[src/design/wr_arb_pkg.sv]
`default_nettype none

package wr_arb_pkg;

    localparam int num_ch    = 5;
    localparam int ch_w      = 3;
    localparam int data_w    = 32;
    localparam int burst_len = 16;
    localparam int beat_w    = 4;
    localparam int rd_ptr_w  = 5;
    localparam int offset_w  = 16;
    localparam int addr_w    = ch_w + 1 + offset_w;

    // field view of one memory word address
    typedef struct packed {
        logic [ch_w-1:0]     ch;     // channel region
        logic                bank;   // ping-pong frame bank
        logic [offset_w-1:0] offset; // word offset in bank
    } mem_addr_fields_t;

    // flat word for the bus, fields for address building
    typedef union packed {
        logic [addr_w-1:0] word;
        mem_addr_fields_t  f;
    } mem_addr_u;

endpackage

`default_nettype wire

[src/design/channel_scheduler.sv]
`default_nettype none

module channel_scheduler (
    input  logic                                     clk,
    input  logic                                     rst,
    input  logic [wr_arb_pkg::num_ch-1:0]            ch_ready,
    input  logic                                     done,
    output logic                                     start,
    output logic [wr_arb_pkg::ch_w-1:0]              grant_ch
);

    import wr_arb_pkg::*;

    logic            busy;   // low while waiting on the current channel
    logic [ch_w-1:0] idx;

    assign grant_ch = idx;

    always_ff @(posedge clk or negedge rst) begin
        if (!rst) begin
            busy  <= 1'b0;
            start <= 1'b0;
        end else begin
            start <= 1'b0;
            if (!busy) begin
                if (ch_ready[idx]) begin
                    start <= 1'b1; // one pulse per visit
                    busy  <= 1'b1;
                end
            end else if (done) begin
                busy <= 1'b0;
            end
        end
    end

    // cyclic visit order that waits on a channel that is not ready
    always_ff @(posedge clk or negedge rst) begin
        if (!rst) begin
            idx <= '0;
        end else if (busy && done) begin
            if (idx == ch_w'(num_ch - 1)) begin
                idx <= '0;
            end else begin
                idx <= idx + 1'b1;
            end
        end
    end

endmodule

`default_nettype wire

[src/design/frame_addr_gen.sv]
`default_nettype none

module frame_addr_gen (
    input  logic                                  clk,
    input  logic                                  rst,
    input  logic [wr_arb_pkg::ch_w-1:0]           grant_ch,
    input  logic                                  aw_fire,
    input  logic [wr_arb_pkg::num_ch-1:0]         ch_frame_end,
    output logic [wr_arb_pkg::addr_w-1:0]         burst_addr
);

    import wr_arb_pkg::*;

    logic [num_ch-1:0][offset_w-1:0] offset;
    logic [num_ch-1:0]               bank;
    mem_addr_u                       addr;

    always_comb begin
        addr.f.ch     = grant_ch;
        addr.f.bank   = bank[grant_ch];
        addr.f.offset = offset[grant_ch];
    end

    assign burst_addr = addr.word;

    // last burst of a frame moves the channel to its other bank
    always_ff @(posedge clk or negedge rst) begin
        if (!rst) begin
            offset <= '0;
            bank   <= '0;
        end else if (aw_fire) begin
            if (ch_frame_end[grant_ch]) begin
                offset[grant_ch] <= '0;
                bank[grant_ch]   <= ~bank[grant_ch];
            end else begin
                offset[grant_ch] <= offset[grant_ch] + offset_w'(burst_len);
            end
        end
    end

endmodule

`default_nettype wire

[src/design/burst_writer.sv]
`default_nettype none

module burst_writer (
    input  logic                                                     clk,
    input  logic                                                     rst,
    input  logic                                                     start,
    input  logic [wr_arb_pkg::ch_w-1:0]                              grant_ch,
    input  logic [wr_arb_pkg::addr_w-1:0]                            burst_addr,
    input  logic [wr_arb_pkg::num_ch-1:0][wr_arb_pkg::data_w-1:0]    ch_data,
    input  logic                                                     axi_awready,
    input  logic                                                     axi_wready,
    input  logic                                                     axi_bvalid,
    output logic                                                     done,
    output logic                                                     aw_fire,
    output logic [wr_arb_pkg::num_ch-1:0][wr_arb_pkg::rd_ptr_w-1:0]  ch_rd_addr,
    output logic [wr_arb_pkg::addr_w-1:0]                            axi_awaddr,
    output logic                                                     axi_awvalid,
    output logic [wr_arb_pkg::data_w-1:0]                            axi_wdata,
    output logic                                                     axi_wvalid,
    output logic                                                     axi_wlast,
    output logic                                                     axi_bready
);

    import wr_arb_pkg::*;

    logic [beat_w-1:0] beat;
    logic              w_fire;
    logic              last_beat;

    assign aw_fire   = axi_awvalid & axi_awready;
    assign w_fire    = axi_wvalid & axi_wready;
    assign last_beat = (beat == beat_w'(burst_len - 1));
    assign done      = axi_bready & axi_bvalid;

    // address holds until the offset moves on aw_fire
    assign axi_awaddr = burst_addr;
    assign axi_wdata  = ch_data[grant_ch]; // buffer word at its pointer
    assign axi_wlast  = axi_wvalid & last_beat;

    always_ff @(posedge clk or negedge rst) begin
        if (!rst) begin
            axi_awvalid <= 1'b0;
        end else if (start) begin
            axi_awvalid <= 1'b1;
        end else if (aw_fire) begin
            axi_awvalid <= 1'b0;
        end
    end

    // data phase of 16 transfers
    always_ff @(posedge clk or negedge rst) begin
        if (!rst) begin
            axi_wvalid <= 1'b0;
            beat       <= '0;
        end else begin
            if (aw_fire) begin
                axi_wvalid <= 1'b1;
            end else if (w_fire && last_beat) begin
                axi_wvalid <= 1'b0;
            end
            if (w_fire) begin
                beat <= beat + 1'b1; // wraps to 0 after the last beat
            end
        end
    end

    // response phase
    always_ff @(posedge clk or negedge rst) begin
        if (!rst) begin
            axi_bready <= 1'b0;
        end else if (w_fire && last_beat) begin
            axi_bready <= 1'b1;
        end else if (axi_bvalid) begin
            axi_bready <= 1'b0;
        end
    end

    always_ff @(posedge clk or negedge rst) begin
        if (!rst) begin
            ch_rd_addr <= '0;
        end else if (w_fire) begin
            ch_rd_addr[grant_ch] <= ch_rd_addr[grant_ch] + 1'b1; // wraps at 32
        end
    end

endmodule

`default_nettype wire

[src/design/wr_arbiter_top.sv]
`default_nettype none

module wr_arbiter_top (
    input  logic                                                     clk,
    input  logic                                                     rst,
    input  logic [wr_arb_pkg::num_ch-1:0]                            ch_ready,
    input  logic [wr_arb_pkg::num_ch-1:0]                            ch_frame_end,
    input  logic [wr_arb_pkg::num_ch-1:0][wr_arb_pkg::data_w-1:0]    ch_data,
    output logic [wr_arb_pkg::num_ch-1:0][wr_arb_pkg::rd_ptr_w-1:0]  ch_rd_addr,
    output logic [wr_arb_pkg::addr_w-1:0]                            axi_awaddr,
    output logic                                                     axi_awvalid,
    input  logic                                                     axi_awready,
    output logic [wr_arb_pkg::data_w-1:0]                            axi_wdata,
    output logic                                                     axi_wvalid,
    output logic                                                     axi_wlast,
    input  logic                                                     axi_wready,
    input  logic                                                     axi_bvalid,
    output logic                                                     axi_bready
);

    import wr_arb_pkg::*;

    logic              start;
    logic              done;
    logic              aw_fire;
    logic [ch_w-1:0]   grant_ch;
    logic [addr_w-1:0] burst_addr;

    channel_scheduler u_sched (
        .clk      (clk),
        .rst      (rst),
        .ch_ready (ch_ready),
        .done     (done),
        .start    (start),
        .grant_ch (grant_ch)
    );

    frame_addr_gen u_addr (
        .clk          (clk),
        .rst          (rst),
        .grant_ch     (grant_ch),
        .aw_fire      (aw_fire),
        .ch_frame_end (ch_frame_end),
        .burst_addr   (burst_addr)
    );

    burst_writer u_writer (
        .clk         (clk),
        .rst         (rst),
        .start       (start),
        .grant_ch    (grant_ch),
        .burst_addr  (burst_addr),
        .ch_data     (ch_data),
        .axi_awready (axi_awready),
        .axi_wready  (axi_wready),
        .axi_bvalid  (axi_bvalid),
        .done        (done),
        .aw_fire     (aw_fire),
        .ch_rd_addr  (ch_rd_addr),
        .axi_awaddr  (axi_awaddr),
        .axi_awvalid (axi_awvalid),
        .axi_wdata   (axi_wdata),
        .axi_wvalid  (axi_wvalid),
        .axi_wlast   (axi_wlast),
        .axi_bready  (axi_bready)
    );

endmodule

`default_nettype wire

[config.mk]
export PLATFORM = sky130hd
export DESIGN_NAME = wr_arbiter_top
export DESIGN_NICKNAME = d
export VERILOG_FILES = /design/src/design/wr_arb_pkg.sv /design/src/design/channel_scheduler.sv /design/src/design/frame_addr_gen.sv /design/src/design/burst_writer.sv /design/src/design/wr_arbiter_top.sv
export SDC_FILE = /design/constraint.sdc
export NUM_CORES = 1
export LEC_CHECK = 0
export ABC_AREA = 1
export BUFFER_PORTS_ARGS = -buffer_cell sky130_fd_sc_hd__clkbuf_2
export CAP_MARGIN = 20
export CORE_AREA = 3 3 176 178
export DETAILED_ROUTE_END_ITERATION = 8
export DIE_AREA = 0 0 179 181
export GPL_ROUTABILITY_DRIVEN = 0
export PLACE_DENSITY_LB_ADDON = 0.2
export SLEW_MARGIN = 20
export SYNTH_ARGS = -nofsm -noshare
export SYNTH_HDL_FRONTEND = slang
export SYNTH_HIERARCHICAL = 1
export SYNTH_SLANG_ARGS = --single-unit
[constraint.sdc]
create_clock -name clk -period 2.7 [get_ports clk]
set_input_delay 0.135 -clock clk [delete_from_list [all_inputs] [get_ports clk]]
set_output_delay 0.135 -clock clk [all_outputs]
set_load 0.02 [all_outputs]
======== Yosys cells after proc, flatten, opt, wreduce, memory -nomap -nowiden ========
Index checks and enable logic that the tools add are counted.
word-level totals
  word-level logic and storage cells ...... 73
  bits in registers ....................... 122
  input bits .............................. 175
operators by class
  magnitude comparators ................... 2
  bitwise operators ....................... 7
  reduce and logical (&&, ||, !) cells .... 7
  equality and inequality tests ........... 2
  $add $sub $neg .......................... 4
  muxes and demuxes ....................... 33
operators with widths
  operator                                             count
  binary-select mux 32 bit (select 3 bit)              1
  AND 80 bit                                           1
  bitwise mux 80 bit                                   1
  two-way mux 80 bit                                   1
  NOT 80 bit                                           1
  binary-select mux 16 bit (select 3 bit)              1
  demux 16 bit (select 3 bit)                          1
  two-way mux 16 bit                                   2
  two-way mux 32 bit                                   1
  bitwise mux 25 bit                                   1
  adder 16 x 5 -> 16 bit (second input constant)       1
  binary-select mux 5 bit (select 3 bit)               1
  demux 5 bit (select 3 bit)                           1
  two-way mux 1 bit                                    14
  two-way mux 5 bit                                    2
  binary-select mux 1 bit (select 3 bit)               3
  nonzero test 2 bit                                   3
  adder 5 x 1 -> 5 bit (second input constant)         1
  bitwise mux 5 bit                                    1
  adder 4 x 1 -> 4 bit (second input constant)         1
  AND 1 bit                                            4
  equality test 4 bit (second input constant)          1
  < comparator 3 x 4 -> 1 bit (second input constant)  1
  adder 3 x 1 -> 3 bit (second input constant)         1
  7 further kinds                                      9

======== Longest topological paths before layout ========
  depth in word-level cells ............... 7
  depth in mapped cells ................... 16
  gate-level depth less buffers ........... 15

======== Hierarchy ========
The synthesis kept the hierarchy.
modules (own cells, without submodules)
  module             cells an instance  instances  area an instance (µm²)  seq. area each (µm²)
  frame_addr_gen     544                1          4414.2                  2127.0
  burst_writer       413                1          2695.1                  800.8
  channel_scheduler  36                 1          277.8                   125.1

======== Least setup slack after synthesis ========
OpenSTA, ideal clock, no wires.
  path type ............................... register to register
  start point ............................. register u_sched.idx[2] (netlist: u_sched/grant_ch[2])
  end point ............................... register u_addr/offset[42] (netlist name)
  required time ........................... 2583 ps
  setup slack ............................. 513 ps
  data arrival time ....................... 2070 ps
  clock period less this slack ............ 2187 ps
  cell stages (with the launch flop) ...... 15
  cell sequence ........................... dfrtp_1 -> buf_2 -> nor2_8 -> buf_6 -> nand3_1 -> nand2_1 -> nor2_1 -> nand2_1 -> ha_1 -> o21a_2 -> nand3_2 -> o21ai_0 -> nor2_2 -> nand2_1 -> nand2_1
on the way
  elaborated cells on any way between the ends .. 14
  classes of those cells .................. add/sub: 1; order compare: 2; mux: 8; bitwise: 2; reduce/logical: 1
RTL lines
  what                                     line                     text
  from (decl)                              channel_scheduler.sv:15  logic [ch_w-1:0] idx;
  from (signal assigned)                   channel_scheduler.sv:44  idx <= idx + 1'b1;
  binary-select mux 16 bit (select 3 bit)  -
  two-way mux 16 bit                       -
  net burst_addr[5]                        wr_arbiter_top.sv:27     logic [addr_w-1:0] burst_addr;
  adder 16 x 5 -> 16 bit                   frame_addr_gen.sv:36     offset[grant_ch] <= offset[grant_ch] + offset_w'(burst_len);
  bitwise mux 80 bit                       frame_addr_gen.sv:36
  two-way mux 80 bit                       frame_addr_gen.sv:32     if (ch_frame_end[grant_ch]) begin
  to (signal, indexed assignment)          frame_addr_gen.sv:36
  to (decl)                                frame_addr_gen.sv:14     logic [num_ch-1:0][offset_w-1:0] offset;
The timed path passes the listed nets, and every way through them passes these cells. The select of a mux whose other input is x is not followed.
A chain may end at the register's enable or synchronous reset.

======== Worst setup path in the final report ========
  start point ............................. register u_sched.idx[1] (netlist: u_sched/grant_ch[1])
  end point ............................... output port axi_wdata[18] (netlist name)
on the way
  cells in the longest elaborated chain, start to end .. 2
ends and longest elaborated chain
  what                                      line                  text
  binary-select mux 32 bit (select 3 bit)   burst_writer.sv:37    assign axi_wdata = ch_data[grant_ch];
  two-way mux 32 bit (not written as such)  burst_writer.sv:37
  to (decl)                                 wr_arbiter_top.sv:13  output logic [wr_arb_pkg::data_w-1:0] axi_wdata,
Every way passes these cells. The select of a mux whose other input is x is not followed.

==> results.ini <==
[place]
place.port_buffers = 255
detailed_place.area_um2 = 9040
detailed_place_hpwl_mm = 22.6

[logic_synthesis]
synth.largest_area_cell = sky130_fd_sc_hd__dfrtp_1
synth_fa_ha_area_share_pct = 0.847
synth.yosys.seq_area_share_pct = 41.3
yosys_most_used_dff = sky130_fd_sc_hd__dfrtp_1
ys_ff_latch = 122
synth_simple_gate_area_share_pct = 35.0
synthesis.area_um2 = 7390
xor_and_xnor_area_share_after_synthesis_pct = 0.576
synth.top_cell.area_share_pct = 41.3
post_synthesis_net_count = 1173
synth_compound_gate_area_share_pct = 11.6
yosysUniqueCellTypes = 43
ys.warnings.count = 6
synth-edff-count = 0
yosys.cell_count.top_type = sky130_fd_sc_hd__nand2_1
ys_top_cells_by_area = sky130_fd_sc_hd__dfrtp_1 (41%), sky130_fd_sc_hd__nand2_1 (18%), sky130_fd_sc_hd__nand4_1 (5.0%), sky130_fd_sc_hd__inv_1 (4.6%), sky130_fd_sc_hd__nand3_1 (4.1%)
yosys-top-cells-count = sky130_fd_sc_hd__nand2_1 (353), sky130_fd_sc_hd__dfrtp_1 (122), sky130_fd_sc_hd__inv_1 (90)
ys_async_sr_fraction_pct = 100
syn-mean-instance-area_um2 = 7.44
yosys-mux-area-fraction_pct = 0
syn_inst = 993
synth_top_family_by_area = simple AND/OR/NAND/NOR gates

[timing]
grt_setup_unrepaired = false
slew_of_the_pin_with_the_lowest_slew_margin_ns = 0.747
final-hold-violation-count = 0
timing.final.crit_share_pct = 95.7
final.setup_skew_ns = 0.00901
timing.fmax_mhz = 387
maxSlewViolCount = 0
finalCriticalPeriod_ns = 2.58
hold_slack_ns = 0.180
worst_slew_margin_rel_pct = 50.2
fin_setup_tns_ns = 0
timing.final.setup_violations = 0

[routing]
postRouteWirelength_mm = 29.9
initial_drt_markers = 511
drc = 0
post_drt_wl_per_cell_um = 18.1
drt_pre_antenna_iters = 5
routed_via_density = 4.72
ant_nets = 0
route.vias.total = 7793

[die]
floorplan.io_pins = 256
die_w_um = 179
floorplan.initialDensity_pct = 25.0
design.core.area_um2 = 29600
die-height_um = 181
floorplan.rows = 63
die_area_um2 = 32400

[pwr]
reported_net_switching_power_w = 0.00533
power.internal_w = 0.00549
power.share.sequential_pct = 24.6
power.density_nw_per_um2 = 1110
clkPwrFrac_pct = 21.3
p_total_w = 0.0108
switching_share_pct = 49.2
worst_ir_drop_vdd_mv = 0.484
power.static_leakage_nw = 5.09
combinationalPowerShare_pct = 54.1

[critical_path]
critPathTopFamily = buffers and inverters
critPathRequiredTime_ns = 2.57
setup.worst_path.end_class = primary output
critPathArrivalTime_ns = 2.45
slowest_delay_ns = 0.49
crit_path_start_kind = flop
critPathMaxFanout = 15
cp_cell_instances = buf_4 -> nor2_4 -> inv_2 -> nor2_4 -> buf_4 -> nand2_1 -> nand4_1 -> clkbuf_2
crit_path_top_delay_cell = sky130_fd_sc_hd__dfrtp_2
crit_type = flop to primary output
crit_buf_inv = 4

[job]
max_cap_violations = 0

[clock_tree]
cts.clk_slew.worst_paths_ns = 0.06
maximum_level_of_the_cts_h_tree = 4
num_cts_buffers = 17
root_buffer = sky130_fd_sc_hd__clkbuf_16
tritoncts_clock_tree = built
cts-root-to-sink-buffers = 2
clock_latency_ns = 0.41
cts_sinks = 122

[global_route]
groute.usage.overall_pct = 18.2
grt_start_max_net_pins = 44
vias_in_the_first_global_route = 7632
global_route_wire_length_before_repair_mm = 44.9
grt_antenna_before_repair = 7
grt.overflow.total = 0

[final_layout]
area_of_all_placed_cells_without_fillers_um2 = 9730
area.growth.synth_to_final_pct = 31.7
nets = 1422
layout-drive-gt1-share_pct = 31.0

[outcome]
outcome = completed

[worst_hold_path]
timing.hold.worst.class = primary input to flop

-- worst reg2reg max path, stage by stage, from the launching register on --
cell	delay (ns)
sky130_fd_sc_hd__dfrtp_4	0.49
sky130_fd_sc_hd__buf_4	0.19
sky130_fd_sc_hd__nor2_4	0.13
sky130_fd_sc_hd__nand2_2	0.06
sky130_fd_sc_hd__inv_2	0.21
sky130_fd_sc_hd__nand2_1	0.11
sky130_fd_sc_hd__nand2_1	0.14
sky130_fd_sc_hd__ha_1	0.21
sky130_fd_sc_hd__o21a_2	0.18
sky130_fd_sc_hd__nand3_2	0.13
sky130_fd_sc_hd__inv_2	0.12
sky130_fd_sc_hd__nor2_1	0.06
sky130_fd_sc_hd__nor2_2	0.20
sky130_fd_sc_hd__nand2_1	0.07
sky130_fd_sc_hd__nand2_1	0.07
-- registers in the layout, summed over array words and instances (netlist names) --
name	count
u_addr/bank	5
u_writer/axi_awvalid	1
u_writer/beat	4
u_writer/ch_rd_addr	25
u_writer/axi_bready	1
u_sched/start	1
u_writer/axi_wvalid	1
u_sched/busy	1
u_addr/offset	80
u_sched/grant_ch	3
-- per-layer routing --
metal	up-vias	wire length, um	global-route usage (%)
met3	47	1850	3.55
li1	3770	-	-
met4	0	990	7.95
met2	302	15100	32.1
met1	3674	12000	21.3
met5	-	0	0
-- power by group through the flow --
| stage | clock, W | combinational [W] | sequential, W |
|---|---|---|---|
| 3_5_place_dp | 0 | 0.00576 | 0.00272 |
| 5_1_grt | 0.00247 | 0.00642 | 0.00272 |
| 6_report | 0.00231 | 0.00585 | 0.00266 |
| 3_3_place_gp | 0 | 0.00577 | 0.00271 |
| 4_1_cts | 0.00237 | 0.00581 | 0.00270 |
| 2_1_floorplan | 0 | 0.00375 | 0.00277 |
-- metrics by stage --
step / instances / util (%) / worst slack (ns)
after floorplan: 993 / - / 0.513
after global placement: 1607 / 30.6 / 0.286
after detailed placement: 1607 / 30.6 / 0.264
after CTS: 1643 / 32.8 / 0.0379
after global routing: 1651 / 32.9 / 0.0169
final: 1651 / 32.9 / 0.117
-- path summary, 6_finish.rpt --
path | start | endpoint | slack (ns) | cells past startpoint
min in group asynchronous | rst | u_addr/offset[45] | 0.27 | 2
hold / removal | ch_ready[4] | u_sched/start | 0.18 | 5
setup reg to reg | u_sched/grant_ch[0] | u_addr/offset[10] | 0.27 | 14
setup / recovery | u_sched/grant_ch[1] | axi_wdata[18] | 0.12 | 8
max in group asynchronous | rst | u_writer/beat[0] | 1.64 | 3
hold reg to reg | u_sched/start | u_writer/axi_awvalid | 0.44 | 1
-- kinds of logic (layout without fill, tap and decap cells) --
group	after synthesis	after routing
and+or+nand+nor	559	559
adders and majority gates	5	5
DFF	122	122
buffers and inverters	163	425
other	0	6
xor gates and xnor gates	4	4
AOI/OAI and AO/OA	140	140
-- placed cells by master (no fill, tap or decap), types with 2 or more instances in the layout --
cell type and n:
sky130_fd_sc_hd__a22oi_1 31, sky130_fd_sc_hd__clkinv_4 4, sky130_fd_sc_hd__a31oi_1 22, sky130_fd_sc_hd__diode_2 6, sky130_fd_sc_hd__inv_1 90, sky130_fd_sc_hd__nand2_1 353, sky130_fd_sc_hd__inv_6 8, sky130_fd_sc_hd__a21oi_1 9
sky130_fd_sc_hd__nand2_4 3, sky130_fd_sc_hd__dfrtp_2 2, sky130_fd_sc_hd__nand4_1 59, sky130_fd_sc_hd__buf_6 2, sky130_fd_sc_hd__o221ai_1 4, sky130_fd_sc_hd__o21ai_0 40, sky130_fd_sc_hd__dfrtp_1 119, sky130_fd_sc_hd__ha_1 5
sky130_fd_sc_hd__clkinvlp_4 2, sky130_fd_sc_hd__nor2_1 38, sky130_fd_sc_hd__bufinv_16 2, sky130_fd_sc_hd__nand3_1 59, sky130_fd_sc_hd__xnor2_1 2, sky130_fd_sc_hd__nand3_2 15, sky130_fd_sc_hd__buf_12 4, sky130_fd_sc_hd__o21ai_1 19
sky130_fd_sc_hd__clkbuf_16 17, sky130_fd_sc_hd__dlygate4sd3_1 3, sky130_fd_sc_hd__o22ai_1 6, sky130_fd_sc_hd__nand2_2 12, sky130_fd_sc_hd__buf_4 27, sky130_fd_sc_hd__inv_2 10, sky130_fd_sc_hd__nor2_4 8, sky130_fd_sc_hd__nor2_2 8
sky130_fd_sc_hd__clkbuf_2 254
-- final cells by class --
type,instances,area [um^2]
inverters,103,402
repair buffers,290,1610
clock buffers,18,439
clock inverters,14,159
multi-input cells,708,3560
flip-flops and latches,122,3060
well taps,390,488
diodes,6,15.0
fillers,3193,19800
-- repair_timing --
action / in CTS / in global routing
hold endpoints to repair: 42 / 0
hold buffers: 3 / 0
pin swaps: 2 / 1
resized for setup: 4 / 5
setup buffers: 1 / 2
gates cloned: 0 / 0
endpoints found under the setup margin: 22 / 20
No activity file was read; power rests on OpenSTA's default activity.
